File: src/pwr_defines.svh
`ifndef PWR_DEFINES_SVH
`define PWR_DEFINES_SVH

// width of the busy and reset cycle counts
`define PWR_CNT_W 10

// register port
`define PWR_ADDR_W 3
`define PWR_DATA_W 16

// register map
`define PWR_REG_BUSY_CYC 3'd0
`define PWR_REG_RST_CYC  3'd1
`define PWR_REG_WAKE_POL 3'd2
`define PWR_REG_CMD      3'd3 // bit 1 power-down, bit 0 reset
`define PWR_REG_STATUS   3'd4 // sequencer state in the low bits

`endif

File: src/pwr_pkg.sv
`default_nettype none

package pwr_pkg;

    // sequencer states, also reported through the status register
    typedef enum logic [1:0]
    {
        IDLE,
        WAIT_NO_BUSY,
        OFF,
        CLUSTER_RST
    } pwr_state_t;

    // kind of request latched when leaving IDLE
    typedef enum logic
    {
        REQ_SW_RST,
        REQ_POWER_DOWN
    } pwr_req_t;

endpackage

`default_nettype wire

File: src/power_manager.sv
`timescale 1ns/1ps
`default_nettype none

`include "pwr_defines.svh"

module power_manager
    import pwr_pkg::*;
(
    input  logic                  clk_i,
    input  logic                  rstn_i,
    input  logic                  power_down_req_i,
    input  logic                  cluster_rst_req_i,
    input  logic                  cluster_busy_i,
    input  logic                  wakeup_event_i,
    input  logic                  cfg_wakeup_polarity_i,
    input  logic [`PWR_CNT_W-1:0] cfg_busy_cycle_i,
    input  logic [`PWR_CNT_W-1:0] cfg_rst_cycle_i,
    output logic                  power_down_o,
    output logic                  clock_enable_o,
    output logic                  cluster_rstn_o,
    output pwr_state_t            state_o
);

    pwr_state_t state_q;
    pwr_state_t state_d;
    pwr_req_t   req_type_q;
    pwr_req_t   req_type_d;

    logic busy_sync;
    logic wakeup_adj;
    logic wakeup_sync;
    logic busy_cnt_clear;
    logic busy_cnt_event;
    logic rst_cnt_clear;
    logic rst_cnt_event;
    logic clk_off;

    assign wakeup_adj = cfg_wakeup_polarity_i ? wakeup_event_i : ~wakeup_event_i;

    // busy is assumed until the pin has been sampled
    pwr_sync #(.RESET_VAL(1'b1)) busy_sync_inst
    (
        .clk_i  (clk_i),
        .rstn_i (rstn_i),
        .d_i    (cluster_busy_i),
        .q_o    (busy_sync)
    );

    pwr_sync #(.RESET_VAL(1'b0)) wakeup_sync_inst
    (
        .clk_i  (clk_i),
        .rstn_i (rstn_i),
        .d_i    (wakeup_adj),
        .q_o    (wakeup_sync)
    );

    pwr_cycle_counter busy_counter
    (
        .clk_i   (clk_i),
        .rstn_i  (rstn_i),
        .cfg_i   (cfg_busy_cycle_i),
        .clear_i (busy_cnt_clear),
        .event_o (busy_cnt_event)
    );

    pwr_cycle_counter rst_counter
    (
        .clk_i   (clk_i),
        .rstn_i  (rstn_i),
        .cfg_i   (cfg_rst_cycle_i),
        .clear_i (rst_cnt_clear),
        .event_o (rst_cnt_event)
    );

    always_ff @(posedge clk_i, negedge rstn_i)
    begin
        if (!rstn_i)
        begin
            state_q    <= IDLE;
            req_type_q <= REQ_SW_RST;
        end
        else
        begin
            state_q    <= state_d;
            req_type_q <= req_type_d;
        end
    end

    always_comb
    begin
        state_d        = state_q;
        req_type_d     = req_type_q;
        power_down_o   = 1'b0;
        cluster_rstn_o = 1'b1;
        busy_cnt_clear = 1'b1;
        rst_cnt_clear  = 1'b1;
        clk_off        = 1'b0;

        case (state_q)
            IDLE:
            begin
                if (power_down_req_i || cluster_rst_req_i)
                begin
                    state_d    = WAIT_NO_BUSY;
                    req_type_d = power_down_req_i ? REQ_POWER_DOWN : REQ_SW_RST;
                end
            end
            WAIT_NO_BUSY:
            begin
                busy_cnt_clear = busy_sync; // any busy cycle restarts the quiet count
                if (busy_cnt_event)
                begin
                    state_d = (req_type_q == REQ_POWER_DOWN) ? OFF : CLUSTER_RST;
                end
            end
            OFF:
            begin
                power_down_o   = 1'b1;
                cluster_rstn_o = 1'b0;
                clk_off        = 1'b1;
                if (wakeup_sync)
                begin
                    state_d = CLUSTER_RST;
                end
            end
            CLUSTER_RST:
            begin
                cluster_rstn_o = 1'b0;
                rst_cnt_clear  = 1'b0;
                if (rst_cnt_event)
                begin
                    state_d = IDLE;
                end
            end
            default:
            begin
                state_d = IDLE;
            end
        endcase
    end

    // the raw pin bypasses the synchronizer so the cluster clock returns at once
    assign clock_enable_o = ~clk_off | wakeup_adj;
    assign state_o        = state_q;

    // leaving power-down always goes through the counted reset
    a_pd_holds_rst: assert property (@(posedge clk_i) disable iff (!rstn_i)
        power_down_o |=> !cluster_rstn_o);

    // the cluster is only acted on while the synchronized busy is low
    a_quiet_before_act: assert property (@(posedge clk_i) disable iff (!rstn_i)
        (state_q == WAIT_NO_BUSY) && (state_d != WAIT_NO_BUSY) |-> !busy_sync);

endmodule

`default_nettype wire

File: src/pwr_cfg_regs.sv
`timescale 1ns/1ps
`default_nettype none

`include "pwr_defines.svh"

module pwr_cfg_regs
    import pwr_pkg::*;
(
    input  logic                   clk_i,
    input  logic                   rstn_i,
    input  logic                   req_valid_i,
    input  logic                   req_write_i,
    input  logic [`PWR_ADDR_W-1:0] req_addr_i,
    input  logic [`PWR_DATA_W-1:0] req_wdata_i,
    output logic                   req_ready_o,
    output logic [`PWR_DATA_W-1:0] rdata_o,
    output logic                   rvalid_o,
    input  pwr_state_t             state_i,
    output logic [`PWR_CNT_W-1:0]  cfg_busy_cycle_o,
    output logic [`PWR_CNT_W-1:0]  cfg_rst_cycle_o,
    output logic                   cfg_wakeup_polarity_o,
    output logic                   power_down_req_o,
    output logic                   cluster_rst_req_o
);

    localparam logic [`PWR_CNT_W-1:0] BUSY_CYC_RST = 4;
    localparam logic [`PWR_CNT_W-1:0] RST_CYC_RST  = 8;

    logic                   cmd_write;
    logic                   accept;
    logic                   req_pending;
    logic [`PWR_DATA_W-1:0] rdata_d;

    assign cmd_write   = req_write_i && (req_addr_i == `PWR_REG_CMD);
    // a pulse still in flight counts as busy, the state only moves a cycle later
    assign req_pending = power_down_req_o | cluster_rst_req_o;
    assign req_ready_o = ~(cmd_write && ((state_i != IDLE) || req_pending));
    assign accept      = req_valid_i & req_ready_o;

    always_ff @(posedge clk_i, negedge rstn_i)
    begin
        if (!rstn_i)
        begin
            cfg_busy_cycle_o      <= BUSY_CYC_RST;
            cfg_rst_cycle_o       <= RST_CYC_RST;
            cfg_wakeup_polarity_o <= 1'b1;
        end
        else if (accept && req_write_i)
        begin
            case (req_addr_i)
                `PWR_REG_BUSY_CYC: cfg_busy_cycle_o      <= req_wdata_i[`PWR_CNT_W-1:0];
                `PWR_REG_RST_CYC:  cfg_rst_cycle_o       <= req_wdata_i[`PWR_CNT_W-1:0];
                `PWR_REG_WAKE_POL: cfg_wakeup_polarity_o <= req_wdata_i[0];
                default:           ;
            endcase
        end
    end

    always_ff @(posedge clk_i, negedge rstn_i)
    begin
        if (!rstn_i)
        begin
            power_down_req_o  <= 1'b0;
            cluster_rst_req_o <= 1'b0;
        end
        else
        begin
            power_down_req_o  <= accept && cmd_write && req_wdata_i[1];
            cluster_rst_req_o <= accept && cmd_write && req_wdata_i[0] && !req_wdata_i[1];
        end
    end

    always_comb
    begin
        case (req_addr_i)
            `PWR_REG_BUSY_CYC:
                rdata_d = {{(`PWR_DATA_W-`PWR_CNT_W){1'b0}}, cfg_busy_cycle_o};
            `PWR_REG_RST_CYC:
                rdata_d = {{(`PWR_DATA_W-`PWR_CNT_W){1'b0}}, cfg_rst_cycle_o};
            `PWR_REG_WAKE_POL:
                rdata_d = {{(`PWR_DATA_W-1){1'b0}}, cfg_wakeup_polarity_o};
            `PWR_REG_STATUS:
                rdata_d = {{(`PWR_DATA_W-$bits(pwr_state_t)){1'b0}}, state_i};
            default:
                rdata_d = '0; // the command register reads as zero
        endcase
    end

    always_ff @(posedge clk_i, negedge rstn_i)
    begin
        if (!rstn_i)
        begin
            rvalid_o <= 1'b0;
        end
        else
        begin
            rvalid_o <= accept && !req_write_i;
        end
    end

    always_ff @(posedge clk_i)
    begin
        if (accept && !req_write_i)
        begin
            rdata_o <= rdata_d;
        end
    end

    // the sequencer only honours requests in IDLE
    a_req_in_idle: assert property (@(posedge clk_i) disable iff (!rstn_i)
        (power_down_req_o || cluster_rst_req_o) |-> (state_i == IDLE));

endmodule

`default_nettype wire

File: src/pwr_ctrl_top.sv
`timescale 1ns/1ps
`default_nettype none

`include "pwr_defines.svh"

module pwr_ctrl_top
    import pwr_pkg::*;
(
    input  logic                   clk_i,
    input  logic                   rstn_i,
    input  logic                   req_valid_i,
    input  logic                   req_write_i,
    input  logic [`PWR_ADDR_W-1:0] req_addr_i,
    input  logic [`PWR_DATA_W-1:0] req_wdata_i,
    output logic                   req_ready_o,
    output logic [`PWR_DATA_W-1:0] rdata_o,
    output logic                   rvalid_o,
    input  logic                   cluster_busy_i,
    input  logic                   wakeup_event_i,
    output logic                   power_down_o,
    output logic                   clock_enable_o,
    output logic                   cluster_rstn_o
);

    logic [`PWR_CNT_W-1:0] cfg_busy_cycle;
    logic [`PWR_CNT_W-1:0] cfg_rst_cycle;
    logic                  cfg_wakeup_polarity;
    logic                  power_down_req;
    logic                  cluster_rst_req;
    pwr_state_t            state;

    pwr_cfg_regs pwr_cfg_regs_inst
    (
        .clk_i                 (clk_i),
        .rstn_i                (rstn_i),
        .req_valid_i           (req_valid_i),
        .req_write_i           (req_write_i),
        .req_addr_i            (req_addr_i),
        .req_wdata_i           (req_wdata_i),
        .req_ready_o           (req_ready_o),
        .rdata_o               (rdata_o),
        .rvalid_o              (rvalid_o),
        .state_i               (state),
        .cfg_busy_cycle_o      (cfg_busy_cycle),
        .cfg_rst_cycle_o       (cfg_rst_cycle),
        .cfg_wakeup_polarity_o (cfg_wakeup_polarity),
        .power_down_req_o      (power_down_req),
        .cluster_rst_req_o     (cluster_rst_req)
    );

    power_manager power_manager_inst
    (
        .clk_i                 (clk_i),
        .rstn_i                (rstn_i),
        .power_down_req_i      (power_down_req),
        .cluster_rst_req_i     (cluster_rst_req),
        .cluster_busy_i        (cluster_busy_i),
        .wakeup_event_i        (wakeup_event_i),
        .cfg_wakeup_polarity_i (cfg_wakeup_polarity),
        .cfg_busy_cycle_i      (cfg_busy_cycle),
        .cfg_rst_cycle_i       (cfg_rst_cycle),
        .power_down_o          (power_down_o),
        .clock_enable_o        (clock_enable_o),
        .cluster_rstn_o        (cluster_rstn_o),
        .state_o               (state)
    );

endmodule

`default_nettype wire

File: src/pwr_cycle_counter.sv
`timescale 1ns/1ps
`default_nettype none

`include "pwr_defines.svh"

module pwr_cycle_counter
(
    input  logic                  clk_i,
    input  logic                  rstn_i,
    input  logic [`PWR_CNT_W-1:0] cfg_i,
    input  logic                  clear_i,
    output logic                  event_o
);

    logic [`PWR_CNT_W-1:0] count_q;

    always_ff @(posedge clk_i, negedge rstn_i)
    begin
        if (!rstn_i)
        begin
            count_q <= '0;
        end
        else if (clear_i)
        begin
            count_q <= '0;
        end
        else if (count_q < cfg_i)
        begin
            count_q <= count_q + 1'b1; // holds at cfg_i once reached
        end
    end

    // the register still holds the old count in the first cleared cycle
    assign event_o = ~clear_i & (count_q == cfg_i);

    // a running count never passes the configured value, else the event would be lost
    a_count_saturates: assert property (@(posedge clk_i) disable iff (!rstn_i)
        !clear_i |-> (count_q <= cfg_i));

endmodule

`default_nettype wire

File: src/pwr_sync.sv
`timescale 1ns/1ps
`default_nettype none

module pwr_sync
#(
    parameter logic RESET_VAL = 1'b0
)
(
    input  logic clk_i,
    input  logic rstn_i,
    input  logic d_i,
    output logic q_o
);

    logic meta_q;
    logic sync_q;

    // both stages start at the same value so no edge is seen out of reset
    always_ff @(posedge clk_i, negedge rstn_i)
    begin
        if (!rstn_i)
        begin
            meta_q <= RESET_VAL;
            sync_q <= RESET_VAL;
        end
        else
        begin
            meta_q <= d_i;
            sync_q <= meta_q;
        end
    end

    assign q_o = sync_q;

endmodule

`default_nettype wire
File: config.mk
export PLATFORM = sky130hd
export DESIGN_NAME = pwr_ctrl_top
export DESIGN_NICKNAME = d
export VERILOG_FILES = /design/src/pwr_pkg.sv /design/src/power_manager.sv /design/src/pwr_cfg_regs.sv /design/src/pwr_ctrl_top.sv /design/src/pwr_cycle_counter.sv /design/src/pwr_sync.sv
export VERILOG_INCLUDE_DIRS = /design/src /design/src/src
export SDC_FILE = /design/constraint.sdc
export NUM_CORES = 1
export LEC_CHECK = 0
export BUFFER_PORTS_ARGS = -buffer_cell sky130_fd_sc_hd__buf_2
export CAP_MARGIN = 10
export CORE_ASPECT_RATIO = 1.1
export CORE_UTILIZATION = 50
export CTS_CLUSTER_SIZE = 28
export DETAILED_ROUTE_END_ITERATION = 16
export PLACE_DENSITY = 0.78
export SLEW_MARGIN = 20
export SYNTH_ARGS = -nofsm -noshare
export SYNTH_HDL_FRONTEND = slang
export SYNTH_SLANG_ARGS = --single-unit
File: constraint.sdc
create_clock -name clk_i -period 2.2 [get_ports clk_i]
set_input_delay 0.44 -clock clk_i [delete_from_list [all_inputs] [get_ports clk_i]]
set_output_delay 0.44 -clock clk_i [all_outputs]
set_load 0.02 [all_outputs]
==> impl_summary.log <==
[metrics] status: complete, no violations
[metrics] gate count of the mapped netlist: around 330
[metrics] Async S/R FF share, synth: a little over four fifths
[metrics] post-synthesis cell type count: 47
[metrics] die area: about 7000 um^2
[metrics] DIE WIDTH: between 80 and 90 um
[metrics] final-report hold violation count: 0
[metrics] timing endpoint of the critical path: power_manager_inst.rst_counter.count_q[8]
[metrics] height of the die: slightly below 90 um
[metrics] Final Slew Violations: 0
[metrics] fraction of final layout cells sized beyond drive strength 1: between 20% and 30%
[metrics] highest-count cells in the layout ignoring fill and taps: 46 x sky130_fd_sc_hd__dfrtp_1, 33 x sky130_fd_sc_hd__inv_1, 33 x sky130_fd_sc_hd__buf_2
[metrics] drt first-iter violations: 120
[metrics] flip-flop and latch count after synthesis: just over 60
[metrics] CP Max Fanout: 4
[metrics] number of logic stages on the critical path including buffering: 10
[metrics] cell mode on critical path: sky130_fd_sc_hd__buf_4
[metrics] Req. time, crit path: about 2500 ps
[metrics] number of buffers on the longest clock path: 2
[metrics] last weighted congestion value of the routability-driven placer: 0.8820
[metrics] share of the yosys chip area belonging to registers: a little under half
[metrics] residual antenna-violating net count after detailed routing: 0
[metrics] setup slack, reg-to-reg: 40 ps
[metrics] most frequent standard cell in the layout excluding fill and tap cells: sky130_fd_sc_hd__dfrtp_1
[metrics] standard-cell row count: 30
[metrics] Slowest-stage cell, CP: sky130_fd_sc_hd__dfstp_2
[metrics] capturing element type of the critical path: flop
[metrics] top cell family by delay on the critical path: flip-flops
[metrics] Mapped Area: 3362 um^2
[metrics] timing-limited maximum frequency: ~460 MHz
[metrics] total length of routed wires: 6957 um
[metrics] clock network latency to the later pin of the worst-skew pair: 350 ps
[metrics] most used flip-flop cell after synthesis: sky130_fd_sc_hd__dfrtp_1
[metrics] slew at the pin closest to its max-slew limit: 521.3 ps
[metrics] sequence of cells on the critical path: inv_1, ha_4, nand4_1, o21bai_2, a31oi_4, nor4_2, buf_4, buf_4, nand2_1, mux2i_1
[metrics] vias in the first global route: 2546
[metrics] arrival time of data at the critical path endpoint: around 2400 ps
[metrics] warning count from the yosys run: 0
[metrics] Final Critical Period: 2157 ps
[metrics] global router's overall resource usage: 21.40%
[metrics] worst r2r src: pwr_cfg_regs_inst.cfg_rst_cycle_o[3]
[metrics] Pwr per Cell Area: between 800 and 900 nW/um^2
[metrics] total power: between 3 and 4 mW
[metrics] number of buffer and inverter stages on the critical path: 3
[metrics] Nets: 429
[metrics] clock-pin slew on the worst setup and hold paths: around 70 ps
[metrics] kind of path behind the tightest hold check: input port to async pin
[metrics] worst setup skew after layout: around 7.8 ps
[metrics] FF-to-FF path depth: 10
[metrics] ant diodes: 0
[metrics] Critical Path Source: pwr_cfg_regs_inst.cfg_rst_cycle_o[3]
[metrics] slowest stage delay, CP: ~530 ps
[metrics] CTS Hold Buffers Added: 0
[metrics] kind of critical path: flop to flop
[metrics] layout-stage area growth over the synthesis result: 17.98%
[metrics] io pins: 46
[metrics] Lkg Pwr: approximately 1.8 nW
[metrics] Final TNS setup: 0 ps
[metrics] clock sink count: between 60 and 70
[metrics] vias after detailed routing: 2415
[metrics] First-pass DRT Iterations: 4
[metrics] ratio of routed vias to standard cells: around 5.2
[metrics] total clock buffers created by CTS: 9
[metrics] number of synthesized flops with an enable pin: 10
[metrics] final routed wire length divided by cell count: 15.03 um
[metrics] final count of negative-setup-slack endpoints: 0
[metrics] Post-DP HPWL: slightly above 5000 um
[metrics] synthesized area divided by synthesized cell count: just over 10 um^2
[metrics] number of DRC violations after detailed routing: 0
[metrics] overflow left after global routing: 0
[metrics] number of antenna violations at the first check in global routing: 0
[metrics] CP startpoint kind: flop
[metrics] TritonCTS clock tree: yes
[metrics] initial core utilization: a little over half
[metrics] final period utilization: a little over nine tenths
[metrics] CORE AREA: 6344 um^2
[metrics] worst relative slew slack: between 60% and 70%
[metrics] Max Cap Viol: 0
[metrics] largest net degree at the start of global routing: 23
[metrics] wire length of the first global-routing pass: roughly 11000 um
[metrics] maximum ir drop on the vdd rail: approximately 0.43 mV
[metrics] endpoint of the worst register-to-register path: power_manager_inst.rst_counter.count_q[8]
[metrics] port buffer count: 33
[metrics] deepest level of the CTS H-tree: 3
[metrics] Root Buffer Master: sky130_fd_sc_hd__clkbuf_8
state kept, by name (all words and copies together), names as in the netlist:
name and cells:
pwr_cfg_regs_inst.cfg_rst_cycle_o 10, power_manager_inst.busy_sync_inst.meta_q 1, power_manager_inst.busy_counter.count_q 10, power_manager_inst.rst_counter.count_q 10, power_manager_inst.state_o 2, power_manager_inst.busy_sync_inst.q_o 1, pwr_cfg_regs_inst.cluster_rst_req_o 1, power_manager_inst.wakeup_sync_inst.q_o 1
power_manager_inst.req_type_q 1, pwr_cfg_regs_inst.rdata_o 10, pwr_cfg_regs_inst.cfg_busy_cycle_o 10, power_manager_inst.wakeup_sync_inst.meta_q 1, pwr_cfg_regs_inst.rvalid_o 1, pwr_cfg_regs_inst.power_down_req_o 1, pwr_cfg_regs_inst.cfg_wakeup_polarity_o 1
stage by stage:
step           std cells  worst slack (ps)  hold WS (ps)  util (%)  instance area (um^2)
2_1_floorplan        331             141.5         144.4         -                  3381
3_3_place_gp         444             83.41         337.4     57.93                  3675
3_5_place_dp         444             23.48         347.9     57.93                  3675
4_1_cts              460             15.11         77.44     61.05                  3872
5_1_grt              463            -36.93         100.9     62.52                  3966
6_report             463             43.49         65.26     62.52                  3966
cell usage after synthesis (all sizes together), types with 2 or more instances:
master	instances	share of area (%)
dfrtp	46	34
inv	33	3.7
nor2	30	3.6
nand2	29	3.2
ha	26	9.7
o21ai	16	2.7
mux2i	14	4.2
mux2	12	4.0
a21oi	10	1.5
edfxtp	10	8.9
xnor2	10	2.6
and3	9	1.8
buf	9	1.7
nand3	9	1.3
nand2b	7	1.3
clkbuf	5	0.56
dfstp	5	3.9
nand4	5	0.93
nor2b	5	0.93
nor3	5	0.89
a21o	3	0.67
a31o	3	0.78
nor3b	3	0.67
o31ai	3	0.67
a31oi	2	1.0
and2	2	0.37
nor4	2	0.56
o21bai	2	0.78
o22a	2	0.52
xor2	2	0.52
power by group:
| part | switching [mW] | leakage, nW | internal [mW] |
|---|---|---|---|
| Sequential | 0.122 | 0.747 | 1.32 |
| Clock | 0.442 | 0.0989 | 0.506 |
| Combinational | 0.550 | 0.999 | 0.401 |
| Total | 1.11 | 1.85 | 2.23 |
per-layer routing:
layer	share of wire, %	wire (um)	GRT usage, %
met1	43	2959	24.78
met2	53	3684	37.30
met3	2.6	178	4.167
met4	1.9	134	11.69
met5	0	0	0
timing repair:
action	4_1_cts	5_1_grt
resized for setup	2	12
endpoints found under the setup margin	2	10
pin swaps	1	4
setup buffers	0	3
logic make-up (layout without fill, tap and decap cells):
group | Yosys count | count (layout) | share of synthesized area (%)
multiplexers | 26 | 26 | 8.187
flip-flops | 61 | 61 | 47.08
XOR/XNOR | 12 | 12 | 3.126
buffers and inverters | 47 | 99 | 5.955
AO/OA/AOI/OAI | 44 | 44 | 9.416
other | 1 | 6 | 0.1115
adder cells (fa/ha/maj) | 26 | 26 | 9.676
AND/OR/NAND/NOR | 109 | 109 | 16.45
area by class of cell:
class	count	area (um^2)
Inverter	33	123.9
Multi-Input combinational cell	223	1680
Timing Repair Buffer	50	292.8
Fill cell	497	2377
Sequential cell	61	1583
Clock inverter	3	16.27
Tap cell	80	100.1
Clock buffer	13	170.2
worst min path at each step:
stage	from	endpoint	slack [ps]	cells past startpoint
6_report	rstn_i	power_manager_inst.rst_counter.count_q[8]	70	1
5_1_grt	rstn_i	pwr_cfg_regs_inst.cfg_rst_cycle_o[1]	100	1
4_1_cts	rstn_i	power_manager_inst.rst_counter.count_q[9]	80	1
3_5_place_dp	power_manager_inst.busy_sync_inst.meta_q	power_manager_inst.busy_sync_inst.q_o	350	0
3_3_place_gp	power_manager_inst.wakeup_sync_inst.meta_q	power_manager_inst.wakeup_sync_inst.q_o	340	0
2_1_floorplan	rstn_i	power_manager_inst.busy_counter.count_q[0]	140	0
Power figures use the tool's default switching activity.
